[config.mk]
export PLATFORM = sky130hd
export DESIGN_NAME = countdown_matrix
export DESIGN_NICKNAME = d
export VERILOG_FILES = /design/src/hdl/matrix_pkg.sv /design/src/hdl/countdown_fsm.sv /design/src/hdl/period_timer.sv /design/src/hdl/digit_glyph_rom.sv /design/src/hdl/matrix_row_scanner.sv /design/src/hdl/countdown_matrix.sv
export SDC_FILE = /design/constraint.sdc
export NUM_CORES = 1
export LEC_CHECK = 0
export BUFFER_PORTS_ARGS = -buffer_cell sky130_fd_sc_hd__buf_2
export CAP_MARGIN = 10
export CORE_ASPECT_RATIO = 0.8
export CORE_MARGIN = 5
export CORE_UTILIZATION = 35
export DETAILED_ROUTE_END_ITERATION = 7
export HOLD_SLACK_MARGIN = 0.06
export RECOVER_POWER = 50
export SLEW_MARGIN = 20
export SYNTH_ARGS = -nofsm -noshare
export SYNTH_HDL_FRONTEND = slang
export SYNTH_SLANG_ARGS = --single-unit
[constraint.sdc]
create_clock -name clk -period 3.8 [get_ports clk]
set_input_delay 0.95 -clock clk [delete_from_list [all_inputs] [get_ports clk]]
set_output_delay 0.95 -clock clk [all_outputs]
set_load 0.01 [all_outputs]
[src/hdl/matrix_pkg.sv]
package matrix_pkg;

    // displayed digit, 6 and 7 show the question mark
    typedef logic [2:0] digit_t;

    // scanned row, 0 is the top row
    typedef logic [2:0] row_idx_t;

    // one column or row-select pattern
    typedef logic [7:0] line_t;

    typedef struct packed {
        line_t row_sel;
        line_t col_red;
        line_t col_green;
    } matrix_drive_t;

    // single field for now, room for more later
    typedef struct packed {
        digit_t start_digit;
    } start_cmd_t;

    typedef enum logic [0:0] {
        cd_idle,
        cd_run
    } cd_state_t;

    // cycles per scanned row
    localparam int SCAN_CYCLES = 4;

    // cycles each digit is held, two full frames
    localparam int DIGIT_CYCLES = 64;

    localparam int SCAN_W  = $clog2(SCAN_CYCLES);
    localparam int DIGIT_W = $clog2(DIGIT_CYCLES);

    localparam int NUM_ROWS = 8;

    // all rows off, all columns dark
    localparam matrix_drive_t BLANK_DRIVE = '{
        row_sel:   '1,
        col_red:   '0,
        col_green: '0
    };

endpackage

[src/hdl/countdown_fsm.sv]
module countdown_fsm import matrix_pkg::*;
(
    input  logic       clk,
    input  logic       rst,
    input  start_cmd_t cmd,
    input  logic       cmd_valid,
    output logic       cmd_ready,
    input  logic       abort,
    input  logic       digit_tick,
    output logic       run,
    output logic       restart,
    output digit_t     digit,
    output logic       expired
);

    cd_state_t state;
    logic      accept;
    logic      last_digit;

    assign cmd_ready = (state == cd_idle);
    assign run       = (state == cd_run);
    assign accept    = cmd_valid && cmd_ready;

    // abort wins over a start offered in the same cycle
    assign restart    = accept && !abort;
    assign last_digit = (digit == digit_t'(0));

    always_ff @(posedge clk or posedge rst)
    begin
        if (rst)
        begin
            state   <= cd_idle;
            digit   <= '0;
            expired <= 1'b0;
        end
        else
        begin
            expired <= 1'b0;
            if (abort)
            begin
                state <= cd_idle;
            end
            else
            begin
                case (state)
                    cd_idle:
                    begin
                        if (accept)
                        begin
                            state <= cd_run;
                            digit <= cmd.start_digit;
                        end
                    end
                    cd_run:
                    begin
                        if (digit_tick)
                        begin
                            if (last_digit)
                            begin
                                // zero has had its full period
                                state   <= cd_idle;
                                expired <= 1'b1;
                            end
                            else
                            begin
                                digit <= digit - digit_t'(1);
                            end
                        end
                    end
                    default:
                    begin
                        state <= cd_idle;
                    end
                endcase
            end
        end
    end

endmodule

[src/hdl/period_timer.sv]
module period_timer import matrix_pkg::*;
(
    input  logic clk,
    input  logic rst,
    input  logic run,
    input  logic restart,
    output logic scan_tick,
    output logic digit_tick
);

    logic [SCAN_W-1:0]  scan_cnt;
    logic [DIGIT_W-1:0] digit_cnt;
    logic               scan_last;
    logic               digit_last;

    assign scan_last  = (scan_cnt == SCAN_W'(SCAN_CYCLES - 1));
    assign digit_last = (digit_cnt == DIGIT_W'(DIGIT_CYCLES - 1));

    // strobes only mean something while running
    assign scan_tick  = run && scan_last;
    assign digit_tick = run && digit_last;

    always_ff @(posedge clk or posedge rst)
    begin
        if (rst)
        begin
            scan_cnt  <= '0;
            digit_cnt <= '0;
        end
        else if (restart || !run)
        begin
            scan_cnt  <= '0;
            digit_cnt <= '0;
        end
        else
        begin
            if (scan_last)
                scan_cnt <= '0;
            else
                scan_cnt <= scan_cnt + 1'b1;

            if (digit_last)
                digit_cnt <= '0;
            else
                digit_cnt <= digit_cnt + 1'b1;
        end
    end

endmodule

[src/hdl/digit_glyph_rom.sv]
module digit_glyph_rom import matrix_pkg::*;
(
    input  digit_t   digit,
    input  row_idx_t row_idx,
    output line_t    red,
    output line_t    green
);

    line_t shape;
    logic  use_red;
    logic  use_green;

    always_comb
    begin
        shape = '0;
        case (digit)
            3'd0:
            begin
                case (row_idx)
                    3'd1, 3'd7:             shape = 8'b0011_1100;
                    3'd2, 3'd3, 3'd4,
                    3'd5, 3'd6:             shape = 8'b0100_0010;
                    default:                shape = '0;
                endcase
            end
            3'd1:
            begin
                case (row_idx)
                    3'd3:                   shape = 8'b0011_1000;
                    3'd7:                   shape = 8'b0111_1110;
                    3'd1, 3'd2, 3'd4,
                    3'd5, 3'd6:             shape = 8'b0001_1000;
                    default:                shape = '0;
                endcase
            end
            3'd2:
            begin
                case (row_idx)
                    3'd1:                   shape = 8'b0011_1100;
                    3'd2:                   shape = 8'b0110_0110;
                    3'd3:                   shape = 8'b0000_0110;
                    3'd4:                   shape = 8'b0000_1100;
                    3'd5:                   shape = 8'b0011_0000;
                    3'd6:                   shape = 8'b0110_0000;
                    3'd7:                   shape = 8'b0111_1110;
                    default:                shape = '0;
                endcase
            end
            3'd3:
            begin
                case (row_idx)
                    3'd1, 3'd7:             shape = 8'b0011_1100;
                    3'd2, 3'd6:             shape = 8'b0110_0110;
                    3'd3, 3'd5:             shape = 8'b0000_0110;
                    3'd4:                   shape = 8'b0001_1100;
                    default:                shape = '0;
                endcase
            end
            3'd4:
            begin
                case (row_idx)
                    3'd1, 3'd6, 3'd7:       shape = 8'b0000_1100;
                    3'd2:                   shape = 8'b0001_1100;
                    3'd3:                   shape = 8'b0010_1100;
                    3'd4:                   shape = 8'b0100_1100;
                    3'd5:                   shape = 8'b0111_1110;
                    default:                shape = '0;
                endcase
            end
            3'd5:
            begin
                case (row_idx)
                    3'd1:                   shape = 8'b0111_1110;
                    3'd2:                   shape = 8'b0110_0000;
                    3'd3:                   shape = 8'b0111_1100;
                    3'd4, 3'd5:             shape = 8'b0000_0110;
                    3'd6:                   shape = 8'b0110_0110;
                    3'd7:                   shape = 8'b0011_1100;
                    default:                shape = '0;
                endcase
            end
            default:
            begin
                // question mark for 6 and 7
                case (row_idx)
                    3'd0:                   shape = 8'b0111_1000;
                    3'd1:                   shape = 8'b1100_1100;
                    3'd2:                   shape = 8'b0000_1100;
                    3'd3:                   shape = 8'b0001_1000;
                    3'd4, 3'd6:             shape = 8'b0011_0000;
                    default:                shape = '0;
                endcase
            end
        endcase
    end

    // 4..7 red, 2..3 yellow, 0..1 green
    assign use_red   = (digit >= digit_t'(2));
    assign use_green = (digit <= digit_t'(3));

    assign red   = use_red ? shape : '0;
    assign green = use_green ? shape : '0;

endmodule

[src/hdl/matrix_row_scanner.sv]
module matrix_row_scanner import matrix_pkg::*;
(
    input  logic          clk,
    input  logic          rst,
    input  logic          run,
    input  logic          scan_tick,
    input  line_t         red,
    input  line_t         green,
    output row_idx_t      row_idx,
    output matrix_drive_t drive
);

    line_t row_onehot;

    assign row_onehot = line_t'(1) << row_idx;

    // row counter restarts at the top on every new run
    always_ff @(posedge clk or posedge rst)
    begin
        if (rst)
            row_idx <= '0;
        else if (!run)
            row_idx <= '0;
        else if (scan_tick)
            row_idx <= (row_idx == row_idx_t'(NUM_ROWS - 1)) ? '0 : row_idx + 1'b1;
    end

    // registered pin drive, one cycle behind row and digit
    always_ff @(posedge clk or posedge rst)
    begin
        if (rst)
        begin
            drive <= BLANK_DRIVE;
        end
        else if (run)
        begin
            drive.row_sel   <= ~row_onehot;
            drive.col_red   <= red;
            drive.col_green <= green;
        end
        else
        begin
            drive <= BLANK_DRIVE;
        end
    end

endmodule

[src/hdl/countdown_matrix.sv]
module countdown_matrix import matrix_pkg::*;
(
    input  logic          clk,
    input  logic          rst,
    input  start_cmd_t    cmd,
    input  logic          cmd_valid,
    output logic          cmd_ready,
    input  logic          abort,
    output logic          busy,
    output logic          expired,
    output matrix_drive_t drive
);

    logic     run;
    logic     restart;
    logic     scan_tick;
    logic     digit_tick;
    digit_t   digit;
    row_idx_t row_idx;
    line_t    red;
    line_t    green;

    countdown_fsm i_countdown_fsm (
        .clk        (clk),
        .rst        (rst),
        .cmd        (cmd),
        .cmd_valid  (cmd_valid),
        .cmd_ready  (cmd_ready),
        .abort      (abort),
        .digit_tick (digit_tick),
        .run        (run),
        .restart    (restart),
        .digit      (digit),
        .expired    (expired)
    );

    period_timer i_period_timer (
        .clk        (clk),
        .rst        (rst),
        .run        (run),
        .restart    (restart),
        .scan_tick  (scan_tick),
        .digit_tick (digit_tick)
    );

    digit_glyph_rom i_digit_glyph_rom (
        .digit   (digit),
        .row_idx (row_idx),
        .red     (red),
        .green   (green)
    );

    matrix_row_scanner i_matrix_row_scanner (
        .clk       (clk),
        .rst       (rst),
        .run       (run),
        .scan_tick (scan_tick),
        .red       (red),
        .green     (green),
        .row_idx   (row_idx),
        .drive     (drive)
    );

    assign busy = run;

endmodule

; ---- Yosys cells after proc, flatten, opt, wreduce, memory -nomap -nowiden
; Cells that the tools add are included.
[totals]
register_bits = 40
input_bits = 7
output_inout_bits = 27
wordCells = 86
[op_classes]
n_addsub = 4
magnitude_cmp = 2
n_eq_ne = 18
shifts = 1
n_mux = 31
bitwise = 3
n_reduce_logical = 18
[ops]
columns = cell, count
row1 = $pmux W7 S7, 1
row2 = $pmux W8 S6, 1
row3 = $pmux W7 S6, 1
row4 = $pmux W8 S5, 1
row5 = $pmux W7 S5, 1
row6 = $pmux W7 S4, 1
row7 = $mux W24, 1
row8 = $pmux W7 S3, 1
row9 = $eq A3 B3 Y1 const B, 6
row10 = $mux W3, 6
row11 = $mux W8, 2
row12 = $pmux W7 S2, 1
row13 = $eq A3 B2 Y1 const B, 4
row14 = $mux W6, 2
row15 = $reduce_or A2 Y1, 5
row16 = $reduce_or A5 Y1, 2
row17 = $mux W1, 8
row18 = $not A8 Y8, 1
row19 = $shl A1 B3 Y8 const A, 1
row20 = $add A6 B1 Y6 const B, 1
row21 = $eq A3 B1 Y1 const B, 2
row22 = $eq A6 B6 Y1 const B, 1
row23 = $logic_not A3 Y1, 2
row24 = $ne A2 B2 Y1 const B, 3
row25 = 16 further kinds, 22

; ---- Depth between registers and ports, before layout
[depth]
ltp_word = 6
ltp_mapped = 7
depth_no_buf = 6

; ---- By module
; From an unflattened synthesis, not the netlist that was laid out.
[hier_totals]
hier_cells = 262
area_unflattened_um2 = 2477.4
[modules_own_cells]
columns = mod, n_inst, cells_each, area_per_inst_um2, seq_area_each_um2
row1 = matrix_row_scanner, 1, 71, 985.9, 685.7
row2 = digit_glyph_rom, 1, 122, 797.0, 0.0
row3 = period_timer, 1, 35, 362.8, 200.2
row4 = countdown_fsm, 1, 34, 331.6, 125.1

; ---- Least setup slack after synthesis
; OpenSTA, ideal clock, no wires.
[synth_timing]
path_type = reg2reg
startpoint = register i_matrix_row_scanner.row_idx[0]
endpoint = register, netlist name i_matrix_row_scanner.drive[3]
setup_ns = 0.153
arrival_ns = 1.750
required_ns = 3.647
path_slack_ns = 1.897
path_stages_with_launch = 8
cell_sequence = dfrtp_1 ha_1 ha_1 buf_2 nor2_1 nand3_1 a311oi_2 a21oi_1
[synth_via]
elab_chain_len = 6
elab_cells_between_ends = 26
[synth_rtl]
columns = element, line_no
row1 = "start, declared", matrix_row_scanner.sv:9  ; output row_idx_t row_idx,
row2 = "start signal, assigned", matrix_row_scanner.sv:25  ; row_idx <= (row_idx == row_idx_t'(NUM_ROWS - 1)) ? '0 : row_idx + 1'b1;
row3 = "$eq A3 B3 Y1, or another cell as far along", n/a
row4 = "$reduce_or A5 Y1, or another cell as far along", digit_glyph_rom.sv:28  ; case (row_idx)
row5 = "$pmux W7 S3, or another cell as far along", digit_glyph_rom.sv:28
row6 = $pmux W8 S6 *, digit_glyph_rom.sv:16  ; case (digit)
row7 = $mux W8 *, digit_glyph_rom.sv:102  ; assign green = use_green ? shape : '0;
row8 = $mux W24 *, matrix_row_scanner.sv:35  ; else if (run)
; Every way passes the cells marked *; elsewhere a longest branch is shown, timed or not.
; A chain may end at the register's enable or synchronous reset.

; ---- Worst setup path after layout
[layout_timing]
startpoint = register i_countdown_fsm.state (netlist: i_countdown_fsm.run)
endpoint = output cmd_ready
[layout_via]
elab_chain_len = 1
[layout_rtl]
columns = element, line_no
row1 = "start, declared", countdown_fsm.sv:16  ; cd_state_t state;
row2 = "start signal, assigned", countdown_fsm.sv:32  ; state <= cd_idle;
row3 = "start signal, assigned", countdown_fsm.sv:41  ; state <= cd_idle;
row4 = "start signal, assigned", countdown_fsm.sv:50  ; state <= cd_run;
row5 = $not A1 Y1, countdown_fsm.sv:20  ; assign cmd_ready = (state == cd_idle);
row6 = "end, declared", countdown_matrix.sv:7  ; output logic cmd_ready,
; Every way passes these cells.

==> out/metrics.csv <==
stage,metric,value,unit
global_route,overall routing resource usage,13.6,%
finish,synthesis-to-layout area growth,14.7,%
placed_design,GP Congestion,0.887,
floorplan,die height,80.0,um
yosys,XOR/XNOR Fraction of Synth Area,1.63,%
sta,setup TNS,0,ns
yosys,post-synthesis async set-or-reset flop share,100,%
critical_path,CP required,2.85,ns
yosys,mux cell area share after synthesis,0.934,%
placed_design,placed inst area,2330,sq um
cts,Num CTS Buffers,5,
run_status,failing checks,"capacitance limit, slew limit",
cts,Post-CTS Resized,0,
global_route,vias in the first global route,1746,
yosys,synthesized flop and latch total,38,
yosys,prevailing post-synth register cell,dfrtp_1,
route,Iter 0 DRT Violations,111,
finish,FF+latch area,961,sq um
critical_path,FF-to-FF Start,i_matrix_row_scanner.row_idx[2],
finish,proportion of layout cells with a drive suffix above 1,24.1,%
floorplan,Initial Utilization,36.1,%
finish,multi-input logic area,1050,sq um
cts,deepest clock path buffer count,2,
sta,fin crit period,2.63,ns
critical_path,crit start category,flop,
yosys,"Seq/Total Area, Yosys",44.8,%
run,max-cap violation count,1,
route,Post-DRT Antenna Nets,0,
sta,endpoints failing setup,0,
global_route,first-pass GRT wire length,8650,um
yosys,Ys Warns,0,
sta,Slew Limit Fails,39,
critical_path,CP Capture Type,primary output,
sta,setup ws final,1.17,ns
floorplan,# IOs,34,
sta,Hold Fails Final Rpt,0,
yosys,"Cell Area, Synth",2140,sq um
route,# DRC,0,
route,drt first pass iters,5,
power_and_ir_drop,leakage,1.08,nW
cts,CTS tree,done,
route,drt total wl,4860,um
worst_hold_path,Hold WC Path Type,reg -> reg,
finish,n_diodes,0,
yosys,"EDFF count, synth",0,
route,vias per inst,5.22,
finish,number of standard cells in the final layout excluding fillers,334,
critical_path,CP endpoint,cmd_ready,
power_and_ir_drop,VDD IR-drop max,0.000262,V
cts,# clock sinks,38,
cts,"Reg clk slew, reported paths",0.08,ns
placed_design,PortBufs,31,
sta,Worst Tran Pin Value,1.97,ns
floorplan,Die ar.,7800,sq um
finish,final instance area,2460,sq um
yosys,post-synthesis compound-gate area fraction,19.7,%
critical_path,CP startpoint,i_countdown_fsm.run,
critical_path,r2r setup slk,1.48,ns
yosys,Simple-Gate Fraction of Synth Area,19.0,%
yosys,largest family of logic cells by synthesized area,compound AO/OA/AOI/OAI gates,
finish,# fillers,602,
global_route,grt ovf,0,
critical_path,WP data arrival,1.68,ns
sta,Final period util,69.2,%
cts,CTS Root Buffer Type,clkbuf_8,
route,via count,1742,
cts,post-CTS setup buffers,0,
route,Routed WL per cell,14.6,um
placed_design,placed cell count,326,
placed_design,HPWL Detailed,3450,um
sta,RSZ-0062 raised after global routing,false,
floorplan,Die W,97.5,um
power_and_ir_drop,power density over cell area,429,nW/um^2
yosys,"Avg Cell Area, Syn",9.57,sq um
cts,"Clk Latency, worst-skew pair",0.29,ns
floorplan,placeable core area,5940,sq um
placed_design,dpl ws,1.52,ns
sta,fmax,0.380,GHz
cts,CTS HTree Levels,2,
critical_path,R2R Path End,i_matrix_row_scanner.drive[3],
run_status,outcome,"complete, but fails checks",
yosys,Synth Instances,224,
critical_path,Critical Path Fanout Max,18,
global_route,initial antenna violation count,0,
critical_path,Worst R2R Path Depth,6,
yosys,post-synthesis cell type count,51,
critical_path,"Worst Path Class, Setup",reg -> out,
cts,Post-CTS Hold Buffers,0,
finish,Post-layout nets,272,
sta,Worst slew margin,-31.4,%
floorplan,cell row count,25,
yosys,Post-Synth Adder-Cell Area,7.59,%
sta,clk_skew,0.00796,ns
global_route,largest net degree at the start of global routing,39,
-- layer usage --
layer,GRT usage (%),vias up,wire (um)
li1,-,833,-
met1,19.1,822,2240
met2,21.1,79,2140
met3,3.41,8,437
met4,3.32,0,44
met5,0,-,0
-- per-stage QoR --
stage	util [%]	total power [W]	hold WS, ns
finish	41.3	0.00105	0.434
floorplan	-	0.000593	0.403
detailed placement	39.1	0.000643	0.425
global placement	39.1	0.000642	0.419
global route	41.3	0.00112	0.475
CTS	41.5	0.00107	0.438
-- worst max-delay path, cell delays in order (launching register included) --
cell	delay (ns)
dfrtp_1	0.74
inv_1	0.40
buf_2	0.25
-- state kept, by name, summed over array words and instances (netlist names) --
register and count:
i_matrix_row_scanner.drive 22, i_matrix_row_scanner.row_idx 3, i_period_timer.digit_cnt 6, i_countdown_fsm.run 1
i_countdown_fsm.digit 3, i_period_timer.scan_cnt 2, i_countdown_fsm.expired 1
-- synth_stat cells, types with 4 or more instances --
cell,instances,share of area [%]
buf_2,5,1.2
o21ai_0,10,2.3
and2_1,4,1.2
ha_1,13,7.6
nand2_1,18,3.2
nor2_1,24,4.2
a21oi_1,23,5.4
nand3_1,7,1.6
nand2b_1,6,1.8
inv_2,4,0.70
dfstp_2,8,9.8
inv_1,7,1.2
a31oi_1,7,2.0
dfrtp_1,30,35
o21ai_1,4,0.93
-- power by group --
| part | switching (W) | internal, W |
|---|---|---|
| Sequential | 0.0000269 | 0.000424 |
| Clock | 0.000145 | 0.000280 |
| Combinational | 0.000118 | 0.0000608 |
-- how the worst min path moves through the flow --
stage	startpoint	end	slack, ns	cells after the start
2_1_floorplan	i_period_timer.scan_cnt[0]	i_period_timer.scan_cnt[0]	0.40	1
3_3_place_gp	i_period_timer.scan_cnt[0]	i_period_timer.scan_cnt[0]	0.42	1
3_5_place_dp	i_period_timer.scan_cnt[0]	i_period_timer.scan_cnt[0]	0.42	1
4_1_cts	i_period_timer.scan_cnt[0]	i_period_timer.scan_cnt[0]	0.44	1
5_1_grt	i_period_timer.scan_cnt[0]	i_period_timer.scan_cnt[0]	0.48	1
6_report	i_period_timer.scan_cnt[0]	i_period_timer.scan_cnt[0]	0.43	1
-- logic make-up (layout without fill, tap and decap cells) --
logic type      Yosys count  in the layout
compound gates           64             64
xor+xnor                  4              4
fa+ha+maj                13             13
buf+inv                  24             51
flops                    38             38
mux                       2              2
other cells               1              3
simple gates             78             78
-- cell type report --
type                    count  share of cell area [%]
repair buffers             32                    6.47
well taps                  81                    4.12
inverters                  11                    1.68
clock buffers               6                    3.36
clock inverters             2                    2.44
flip-flops and latches     38                    39.1
multi-input cells         164                    42.8
-- cells in the final DEF (no fill, tap or decap), types with 2 or more instances in the layout --
cell type,count
nand3b_1,2
nor2b_1,2
dfstp_2,8
mux2i_1,2
o21ai_2,2
ha_1,13
xnor2_1,2
inv_2,3
nor2_1,24
a211oi_1,3
a211oi_2,2
o31ai_1,2
a21o_1,2
bufinv_16,2
a31oi_1,7
o21ai_0,10
nand2_1,18
dfrtp_1,30
nand2b_1,7
buf_2,31
and2_1,3
nand3_1,7
clkbuf_8,6
and3_1,2
conb_1,3
a21oi_1,23
xor2_1,2
inv_1,8
o21ai_1,4
nor4_1,3
Note: power is estimated with default switching activity, not from simulation.
